==> src/design/conv_pkg.sv <==
`default_nettype none

package conv_pkg;

   localparam int ELEM_COUNT = 16;   // entries per bank
   localparam int WORD_W     = 32;
   localparam int IDX_W      = 4;

   typedef logic [WORD_W-1:0]   word_t;
   typedef logic [IDX_W-1:0]    idx_t;
   typedef logic [2*WORD_W-1:0] prod_t;   // full multiplier output

   // controller sequence for one element: wait for the pair, then add
   typedef enum logic [1:0] {
      ST_WAIT = 2'd0,
      ST_ACC  = 2'd1,
      ST_DONE = 2'd2
   } ctrl_state_t;

endpackage

`default_nettype wire

==> src/design/operand_rd_if.sv <==
`timescale 1ns/1ps
`default_nettype none

interface operand_rd_if;
   import conv_pkg::*;

   idx_t  idx;            // current element index
   word_t data_word;
   word_t filter_word;
   logic  pair_present;   // both banks hold the entry at idx

   modport store (
      input  idx,
      output data_word,
      output filter_word,
      output pair_present
   );

   modport counter (
      output idx
   );

   modport reader (
      input idx,
      input data_word,
      input filter_word,
      input pair_present
   );

endinterface

`default_nettype wire

==> src/design/conv_accel.sv <==
`timescale 1ns/1ps
`default_nettype none

module conv_accel (
   input  logic        clk_i,
   input  logic        rst_i,
   input  logic        hold_i,
   input  logic        filter_wr1_i,
   input  logic        filter_wr2_i,
   input  logic        filter_clr_i,
   input  logic        data_wr1_i,
   input  logic        data_wr2_i,
   input  logic        data_clr_i,
   input  logic        conv_run_i,
   input  logic [31:0] rs1_i,
   input  logic [31:0] rs2_i,
   output logic [31:0] result_o,
   output logic        result_valid_o,
   output logic        stall_o
);

   logic load;
   logic step;
   logic restart;   // either clear
   logic done;

   operand_rd_if rd_if ();

   operand_store store_i (
      .clk_i        (clk_i),
      .rst_i        (rst_i),
      .hold_i       (hold_i),
      .done_i       (done),
      .filter_wr1_i (filter_wr1_i),
      .filter_wr2_i (filter_wr2_i),
      .filter_clr_i (filter_clr_i),
      .data_wr1_i   (data_wr1_i),
      .data_wr2_i   (data_wr2_i),
      .data_clr_i   (data_clr_i),
      .rs1_i        (rs1_i),
      .rs2_i        (rs2_i),
      .rd           (rd_if.store)
   );

   elem_counter counter_i (
      .clk_i     (clk_i),
      .rst_i     (rst_i),
      .hold_i    (hold_i),
      .step_i    (step),
      .restart_i (restart),
      .rd        (rd_if.counter)
   );

   mac_unit mac_i (
      .clk_i     (clk_i),
      .rst_i     (rst_i),
      .hold_i    (hold_i),
      .load_i    (load),
      .step_i    (step),
      .restart_i (restart),
      .rd        (rd_if.reader),
      .result_o  (result_o)
   );

   conv_ctrl ctrl_i (
      .clk_i          (clk_i),
      .rst_i          (rst_i),
      .hold_i         (hold_i),
      .conv_run_i     (conv_run_i),
      .filter_clr_i   (filter_clr_i),
      .data_clr_i     (data_clr_i),
      .rd             (rd_if.reader),
      .load_o         (load),
      .step_o         (step),
      .restart_o      (restart),
      .done_o         (done),
      .stall_o        (stall_o),
      .result_valid_o (result_valid_o)
   );

endmodule

`default_nettype wire

==> src/design/conv_ctrl.sv <==
`timescale 1ns/1ps
`default_nettype none

module conv_ctrl (
   input  logic         clk_i,
   input  logic         rst_i,
   input  logic         hold_i,
   input  logic         conv_run_i,
   input  logic         filter_clr_i,
   input  logic         data_clr_i,
   operand_rd_if.reader rd,
   output logic         load_o,
   output logic         step_o,
   output logic         restart_o,
   output logic         done_o,
   output logic         stall_o,
   output logic         result_valid_o
);
   import conv_pkg::*;

   ctrl_state_t state_q;
   ctrl_state_t state_d;
   logic        pending;
   logic        last_idx;

   assign restart_o = filter_clr_i || data_clr_i;
   assign done_o    = (state_q == ST_DONE);
   assign last_idx  = (rd.idx == idx_t'(ELEM_COUNT - 1));

   // a clear in the same cycle wins over any datapath update
   assign load_o = !restart_o && (state_q == ST_WAIT) && rd.pair_present;
   assign step_o = !restart_o && (state_q == ST_ACC);

   always_comb begin
      state_d = state_q;
      case (state_q)
         ST_WAIT: begin
            if (rd.pair_present)
               state_d = ST_ACC;   // product taken at this edge
         end
         ST_ACC: begin
            state_d = last_idx ? ST_DONE : ST_WAIT;
         end
         ST_DONE: begin
            state_d = ST_DONE;   // only a clear leaves
         end
         default: begin
            state_d = ST_WAIT;
         end
      endcase
   end

   always_ff @(posedge clk_i) begin
      if (!rst_i) begin
         state_q <= ST_WAIT;
      end else if (restart_o) begin
         state_q <= ST_WAIT;
      end else if (!hold_i) begin
         state_q <= state_d;
      end
   end

   // element in flight, or ready and about to be multiplied
   assign pending = (state_q == ST_ACC) || ((state_q == ST_WAIT) && rd.pair_present);

   // core handshake
   assign stall_o        = conv_run_i && !hold_i && !done_o && pending;
   assign result_valid_o = conv_run_i && !hold_i && !stall_o;

endmodule

`default_nettype wire

==> src/design/elem_counter.sv <==
`timescale 1ns/1ps
`default_nettype none

module elem_counter (
   input  logic          clk_i,
   input  logic          rst_i,
   input  logic          hold_i,
   input  logic          step_i,
   input  logic          restart_i,
   operand_rd_if.counter rd
);
   import conv_pkg::*;

   idx_t idx_q;

   always_ff @(posedge clk_i) begin
      if (!rst_i) begin
         idx_q <= '0;
      end else if (restart_i) begin
         idx_q <= '0;
      end else if (step_i && !hold_i) begin
         idx_q <= idx_q + 1'b1;   // 15 -> 0
      end
   end

   assign rd.idx = idx_q;

endmodule

`default_nettype wire

==> src/design/mac_unit.sv <==
`timescale 1ns/1ps
`default_nettype none

module mac_unit (
   input  logic             clk_i,
   input  logic             rst_i,
   input  logic             hold_i,
   input  logic             load_i,
   input  logic             step_i,
   input  logic             restart_i,
   operand_rd_if.reader     rd,
   output conv_pkg::word_t  result_o
);
   import conv_pkg::*;

   prod_t prod_q;
   word_t acc_q;

   // multiply stage, product kept until the add one cycle later
   always_ff @(posedge clk_i) begin
      if (load_i && !hold_i) begin
         prod_q <= prod_t'(rd.data_word) * prod_t'(rd.filter_word);
      end
   end

   // add stage, sum wraps modulo 2^32
   always_ff @(posedge clk_i) begin
      if (!rst_i) begin
         acc_q <= '0;
      end else if (restart_i) begin
         acc_q <= '0;
      end else if (step_i && !hold_i) begin
         acc_q <= acc_q + prod_q[WORD_W-1:0];
      end
   end

   assign result_o = acc_q;

endmodule

`default_nettype wire

==> src/design/operand_store.sv <==
`timescale 1ns/1ps
`default_nettype none

module operand_store (
   input  logic            clk_i,
   input  logic            rst_i,
   input  logic            hold_i,
   input  logic            done_i,
   input  logic            filter_wr1_i,
   input  logic            filter_wr2_i,
   input  logic            filter_clr_i,
   input  logic            data_wr1_i,
   input  logic            data_wr2_i,
   input  logic            data_clr_i,
   input  conv_pkg::word_t rs1_i,
   input  conv_pkg::word_t rs2_i,
   operand_rd_if.store     rd
);
   import conv_pkg::*;

   // bank 0 holds the filter, bank 1 the data
   word_t                 mem_q   [2][ELEM_COUNT];
   idx_t                  ptr_q   [2];
   idx_t                  ptr_inc [2];
   logic [ELEM_COUNT-1:0] mask_q  [2];   // presence flags

   logic [1:0] clr;
   logic [1:0] wr_en;
   logic [1:0] wr_pair;
   logic       wr_ok;

   assign clr     = {data_clr_i, filter_clr_i};
   assign wr_pair = {data_wr2_i, filter_wr2_i};
   assign wr_ok   = !hold_i && !done_i && !(|clr);

   // filter write wins when both banks are addressed in one cycle
   assign wr_en[0] = wr_ok && (filter_wr1_i || filter_wr2_i);
   assign wr_en[1] = wr_ok && !wr_en[0] && (data_wr1_i || data_wr2_i);

   always_comb begin
      for (int b = 0; b < 2; b++) begin
         ptr_inc[b] = ptr_q[b] + 1'b1;
      end
   end

   always_ff @(posedge clk_i) begin
      if (!rst_i) begin
         for (int b = 0; b < 2; b++) begin
            ptr_q[b]  <= '0;
            mask_q[b] <= '0;
         end
      end else begin
         for (int b = 0; b < 2; b++) begin
            if (clr[b]) begin   // clear acts even under hold
               ptr_q[b]  <= '0;
               mask_q[b] <= '0;
            end else if (wr_en[b]) begin
               mask_q[b][ptr_q[b]] <= 1'b1;
               if (wr_pair[b]) begin
                  mask_q[b][ptr_inc[b]] <= 1'b1;
                  ptr_q[b]              <= ptr_q[b] + 2'd2;
               end else begin
                  ptr_q[b] <= ptr_inc[b];
               end
            end
         end
      end
   end

   always_ff @(posedge clk_i) begin
      for (int b = 0; b < 2; b++) begin
         if (wr_en[b]) begin
            mem_q[b][ptr_q[b]] <= rs1_i;
            if (wr_pair[b])
               mem_q[b][ptr_inc[b]] <= rs2_i;   // rs2 lands one above rs1
         end
      end
   end

   assign rd.filter_word  = mem_q[0][rd.idx];
   assign rd.data_word    = mem_q[1][rd.idx];
   assign rd.pair_present = mask_q[0][rd.idx] & mask_q[1][rd.idx];

endmodule

`default_nettype wire

==> config.mk <==
export PLATFORM = sky130hd
export DESIGN_NAME = conv_accel
export DESIGN_NICKNAME = d
export VERILOG_FILES = /design/src/design/conv_pkg.sv /design/src/design/operand_rd_if.sv /design/src/design/conv_accel.sv /design/src/design/conv_ctrl.sv /design/src/design/elem_counter.sv /design/src/design/mac_unit.sv /design/src/design/operand_store.sv
export SDC_FILE = /design/constraint.sdc
export NUM_CORES = 2
export LEC_CHECK = 0
export BUFFER_PORTS_ARGS = -buffer_cell sky130_fd_sc_hd__buf_2
export CAP_MARGIN = 20
export CORE_MARGIN = 2
export CORE_UTILIZATION = 35
export CTS_CLUSTER_DIAMETER = 150
export CTS_CLUSTER_SIZE = 40
export DETAILED_ROUTE_END_ITERATION = 8
export GPL_ROUTABILITY_DRIVEN = 0
export PLACE_DENSITY_LB_ADDON = 0.12
export SYNTH_ARGS = -nofsm -noshare
export SYNTH_HDL_FRONTEND = slang
export SYNTH_SLANG_ARGS = --single-unit
==> constraint.sdc <==
create_clock -name clk_i -period 8.9 [get_ports clk_i]
set_input_delay 0.445 -clock clk_i [delete_from_list [all_inputs] [get_ports clk_i]]
set_output_delay 0.445 -clock clk_i [all_outputs]
set_load 0.02 [all_outputs]
* After elaboration in Yosys (flattened, before gate mapping)
Memory sizes are Yosys's and may differ from the RTL's.
Cells that the tools add are included.
** Cells by class
- Add/sub/neg operators :: 6
- Multipliers :: 1
- Div/mod/pow operators :: 0
- Order comparisons :: 18
- Equal/unequal tests :: 4
- Shift operators :: 0
- Mux-type cells :: 1169
- Bitwise logic cells :: 1104
- Reduce and logical (&&, ||, !) cells :: 38
** Operators by type and width (number)
- $mux W512 :: 6
- $mux W1 :: 1128
- $or A1 B1 Y1 :: 1096
- $demux W32 S4 :: 4
- $reduce_or A512 Y1 :: 1
- $bmux W32 S4 :: 2
- $mux W32 :: 8
- $mux W16 :: 6
- $add A32 B32 Y32 :: 1
- $mul A32 B32 Y32 :: 1
- $ge A5 B5 Y1 const B :: 5
- $lt A4 B5 Y1 const B :: 5
- $not A4 Y5 :: 5
- $mux W4 :: 6
- $logic_and A1 B1 Y1 :: 23
- $lt A5 B1 Y1 const B :: 4
- $demux W1 S4 :: 4
- $ge A4 B1 Y1 const B :: 4
- $add A4 B1 Y4 const B :: 3
- $add A4 B2 Y4 const B :: 2
- $bmux W1 S4 :: 2
- $logic_not A1 Y1 :: 6
- $pmux W2 S3 :: 1
- $eq A4 B4 Y1 const B :: 1
- other kinds (10) :: 16
** Storage, ports and cells
- Register bits after elaboration :: 70
- Latch bits :: 0
- Memory bits (writable) :: 1064
- ROM bits :: 0
- Input port bits :: 74
- Output and inout bits :: 34
- Word-level logic and storage cells :: 2347
- Memories kept :: 3
** Memory list
- store_i.mem_q :: depth 2, bits a word 512, read ports 2, clocked after memory_dff 0, wr ports 1, RTL line operand_store.sv:22 : word_t mem_q [2][ELEM_COUNT];
- store_i.mask_q :: depth 2, bits a word 16, read ports 2, clocked after memory_dff 0, wr ports 2, RTL line operand_store.sv:25 : logic [ELEM_COUNT-1:0] mask_q [2];
- store_i.ptr_q :: depth 2, bits a word 4, read ports 2, clocked after memory_dff 0, wr ports 2, RTL line operand_store.sv:23 : idx_t ptr_q [2];

* Depth between registers and ports, before layout
- Word-level depth :: 14
- Mapped depth :: 38
- Mapped depth without buffers :: 30

* Hierarchy
Synthesis repeated with hierarchy kept, for this count alone.
** Unflattened totals
- Cell total of the unflattened synthesis :: 5325
- Area, all modules :: 74212.4 um2
** By module, submodules not included
- operand_store :: times used 1, cells an instance 3113, area each 54496.0 um2, sequential area each 31790.5 um2
- mac_unit :: times used 1, cells an instance 2172, area each 19392.3 um2, sequential area each 1601.5 um2
- elem_counter :: times used 1, cells an instance 20, area each 185.2 um2, sequential area each 80.1 um2
- conv_ctrl :: times used 1, cells an instance 20, area each 138.9 um2, sequential area each 40.0 um2

* Least setup slack after synthesis
OpenSTA, ideal clock, no wires.
- Path type :: flip-flop to flip-flop
- Start :: register counter_i.idx_q[0], in the netlist counter_i.rd.idx[0]
- End :: register mac_i.prod_q[31], data pin
- Setup time :: 0.260 ns
- Arrival time :: 8.935 ns
- Required time :: 8.640 ns
- Setup slack :: -0.295 ns
- Stages on the path, launching flop included :: 37
- Path buffers :: 9
- Clock period less this slack :: 9.195 ns
- Cells stage by stage :: dfxtp_1 -> buf_6 -> buf_12 -> buf_8 -> buf_6 -> buf_6 -> buf_6 -> buf_6 -> mux4_2 -> mux2_2 -> o21ai_0 -> clkbuf_1 -> clkbuf_1 -> nor2_1 -> fa_1 -> inv_1 -> fa_1 -> inv_1 -> fa_1 -> inv_1 -> fa_1 -> inv_1 -> ha_1 -> ha_1 -> fa_1 -> inv_1 -> fa_1 -> inv_1 -> ha_1 -> a2111o_1 -> a2111oi_0 -> nor2_1 -> a221oi_1 -> o211ai_1 -> nor2b_1 -> a31oi_1 -> xnor2_1
** Between the ends
- Cells in the longest elaborated chain, start to end :: 5
- Elaborated cells between the ends (all ways) :: 8
- Those cells by class :: mul: 1; mux: 6; bitwise: 1
** Ends and longest elaborated chain
- start, declared :: RTL line elem_counter.sv:14 : idx_t idx_q;
- start signal, assigned :: RTL line elem_counter.sv:22 : idx_q <= idx_q + 1'b1;
- $not A4 Y5 (not written as such) * :: RTL line operand_store.sv:80, operand_store.sv:81
- $bmux W32 S4, on equally long branches :: RTL line operand_store.sv:81, operand_store.sv:80
- $mux W32, on equally long branches (2 in series) :: RTL line operand_store.sv:81, operand_store.sv:80
- $mul A32 B32 Y32 * :: RTL line mac_unit.sv:22 : prod_q <= prod_t'(rd.data_word) * prod_t'(rd.filter_word);
- end signal, assigned :: RTL line mac_unit.sv:22
- end, declared :: RTL line mac_unit.sv:16 : prod_t prod_q;
Mark *: on every way between the ends. The rest lies on a longest branch, timed or not. The select of a mux whose other input is x is not followed.
A chain may end at the register's enable or synchronous reset.

* Final worst setup path
Ends and elaborated chain as after synthesis.

==> metrics.md <==
| Metric | Value |
|---|---|
| Worst-margin pin slew | 1.20 ns |
| Max IR drop VDD | around 0.29 mV |
| Status | completed |
| Worst Clk Skew | 0.0582 ns |
| Sequential fraction of the synthesis area | 0.457 |
| WHS | between 0.03 and 0.04 ns |
| # DRC | 0 |
| Slowest CP cell | fa_1 |
| Setup crit start kind | flip-flop |
| Fin crit period | roughly 8.6 ns |
| Yosys top cell area share | 0.443 |
| Post-synthesis cell count | 5392 |
| Setup tns final | 0 ns |
| Worst slew margin | 0.202 |
| Placement Setup Slack | -0.0143 ns |
| Initial antenna violation count | 28 |
| Max-Cap Viols | 0 |
| Max H-tree Level | 2 |
| Worst EP arrival | between 9 and 10 ns |
| First-pass GRT wire length | 376 mm |
| Total wire length | 271 mm |
| Initial Util | 0.353 |
| CP Class | reg2reg |
| Setup ws final | between 0.2 and 0.3 ns |
| Vias per cell | around 5.6 |
| Number of synthesized flops with an enable pin | approximately 1100 |
| Cell area after synthesis | roughly 73000 sq um |
| Syn avg cell area | ~14 sq um |
| CTS Hold Bufs | 0 |
| DR iter-0 viols | approximately 4700 |
| R2R Setup Slk | about 0.25 ns |
| HP Class | in2reg |
| DR vias | ~46000 |
| Synth top area cells | edfxtp_1 (44%), mux2_2 (16%), fa_1 (11%) |
| Core area | 207000 sq um |
| Pwr/cell area | around 160 nW/um^2 |
| Leak | 28.1 nW |
| Die H | ~460 um |
| Net Count, Synth | between 6000 and 7000 |
| Clock latency on the worst-skew pair | around 0.73 ns |
| Worst path required time | approximately 9.4 ns |
| Commonest non-fill, non-tap cell in the layout | edfxtp_1 |
| DP HPWL | 162 mm |
| Post-synth top area cell | edfxtp_1 |
| IO buf count | 107 |
| Most frequent cells in the layout | edfxtp_1 (1080), mux2_2 (1041), inv_1 (504), fa_1 (408), nor2_1 (344) |
| Finish-stage setup viols | 0 |
| CTS Buffer Depth | 3 |
| Fmax | between 100 and 150 MHz |
| Synth Register Bits | approximately 1100 |
| Antenna viol nets, final | 0 |
| FP Rows | ~170 |
| Layout cells sized above 1 | 0.350 |
| CP dominant cell by count | xnor2_1 |
| Async SR Flop Fraction | 0 |
| Final net count | around 6000 |
| Clock Sinks | 1134 |
| Die footprint | 213000 sq um |
| GRT overflow | 0 |
| Vias in the first global route | ~47000 |
| GRT met2 Usage | 0.428 |
| Final core utilization | 0.384 |
| Die width | approximately 460 um |
| Max-slew violation count | 0 |
| Library cells used by synthesis | 71 |
| Final period utilization | 0.972 |
| Max stage delay on crit path | between 0.5 and 0.6 ns |
| Met3 GRT Util | 0.0265 |
| Yosys warns | 0 |
| Crit-path max FO | 15 |
| Fin. Hold Viols | 0 |
| CTS root buf | clkbuf_16 |
| Largest net degree at the start of global routing | between 40 and 50 |
| CP endpoint kind | flip-flop |
| CTS tree | built |
| Clock-pin slew on the worst setup and hold paths | about 0.16 ns |
| GRT busiest layer | met2 |
| IO Count | roughly 110 |
| Met1 Use GR | 0.342 |
| Total CTS buffers | 35 |
| First-pass DRT Iterations | 6 |
| Drt wl/cell | approximately 33 um |
| Synth-to-Final Area Change | 8.68% |
| Total track usage | 0.252 |
| Ys flop type | edfxtp_1 |
layer usage:
metal  wire, um  vias up
met5         13        -
met4       8530        2
met3      14400      321
met2     133000     1564
met1     115000    24700
li1           -    19100
final timing paths:
path | startpoint | to | cells past startpoint
setup / recovery | counter_i.rd.idx[0] | mac_i.prod_q[31] | 30
hold / removal | hold_i | ctrl_i.state_q[0] | 3
setup reg to reg | counter_i.rd.idx[0] | mac_i.prod_q[31] | 30
hold reg to reg | mac_i.result_o[11] | mac_i.result_o[11] | 2
repair_timing:
action | CTS | global route
resized for setup | 2 | 15
endpoints found under the setup margin | 1 | 5
pin swaps | 0 | 4
cloned | 0 | 1
buffers inserted | 5 | 22
logic make-up after synthesis:
logic type / synth area share
flip-flops: 0.457
multiplexers: 0.251
XOR/XNOR: 0.0133
AND/OR/NAND/NOR: 0.0535
AO/OA/AOI/OAI: 0.0308
adder cells (fa/ha/maj): 0.140
buffers and inverters: 0.0541
state kept, by name (all words and copies together), names as in the netlist:
signal and cells:
counter_i.rd.idx 4, store_i.mem_q 1024, ctrl_i.state_q 2, mac_i.prod_q 32
mac_i.result_o 32, store_i.ptr_q 8, store_i.mask_q 32
layout make-up:
cell class | instances | area [sq um]
Multi-Input combinational cell | 3273 | 36400
Timing Repair Buffer | 379 | 3180
Fill cell | 19600 | 128000
Sequential cell | 1134 | 33500
Antenna cell | 11 | 27.5
Inverter | 525 | 1990
Clock buffer | 44 | 931
Clock inverter | 8 | 125
Tap cell | 2788 | 3490
critical path, delay by kind of cell (launching register included):
| kind | cells | cell delay [ns] |
|---|---|---|
| compound gates | 1 | 0.19 |
| xor+xnor | 10 | 1.71 |
| fa+ha+maj | 8 | 3.75 |
| buf+inv | 8 | 1.25 |
| flops | 1 | 0.47 |
| mux | 2 | 0.84 |
| simple gates | 1 | 0.12 |
synthesized netlist by cell type (all sizes together) (5+ instances only):
master	n
a31oi	14
nand2	289
inv	524
xor2	22
a211oi	7
ha	167
and3	10
o21a	16
xnor2	84
and2	26
or2	28
nand3	38
a221o	5
a21o	40
mux2	1041
or4	5
buf	68
a221oi	20
clkbuf	392
fa	409
a21oi	99
edfxtp	1080
dfxtp	54
nor3	19
mux2i	31
a22oi	15
nor2b	42
o21bai	5
nand2b	40
a22o	18
mux4	280
o211ai	9
o21ai	58
o22ai	6
nor2	383
through the flow:
stage               cell area [sq um]  total power (W)  cells
global route                    79600           0.0131   8156
detailed placement              78200           0.0100   8071
CTS                             79300           0.0126   8128
global placement                78200           0.0100   8071
finish                          79600           0.0124   8162
floorplan                       73300          0.00870   5392
power breakdown:
group	leakage (nW)	internal (W)	switching (W)	total, W
combinational	17.4	0.00180	0.00207	0.00387
sequential	10.2	0.00601	0.00000968	0.00602
clock	0.508	0.000805	0.00175	0.00255
Power figures use the tool's default switching activity.
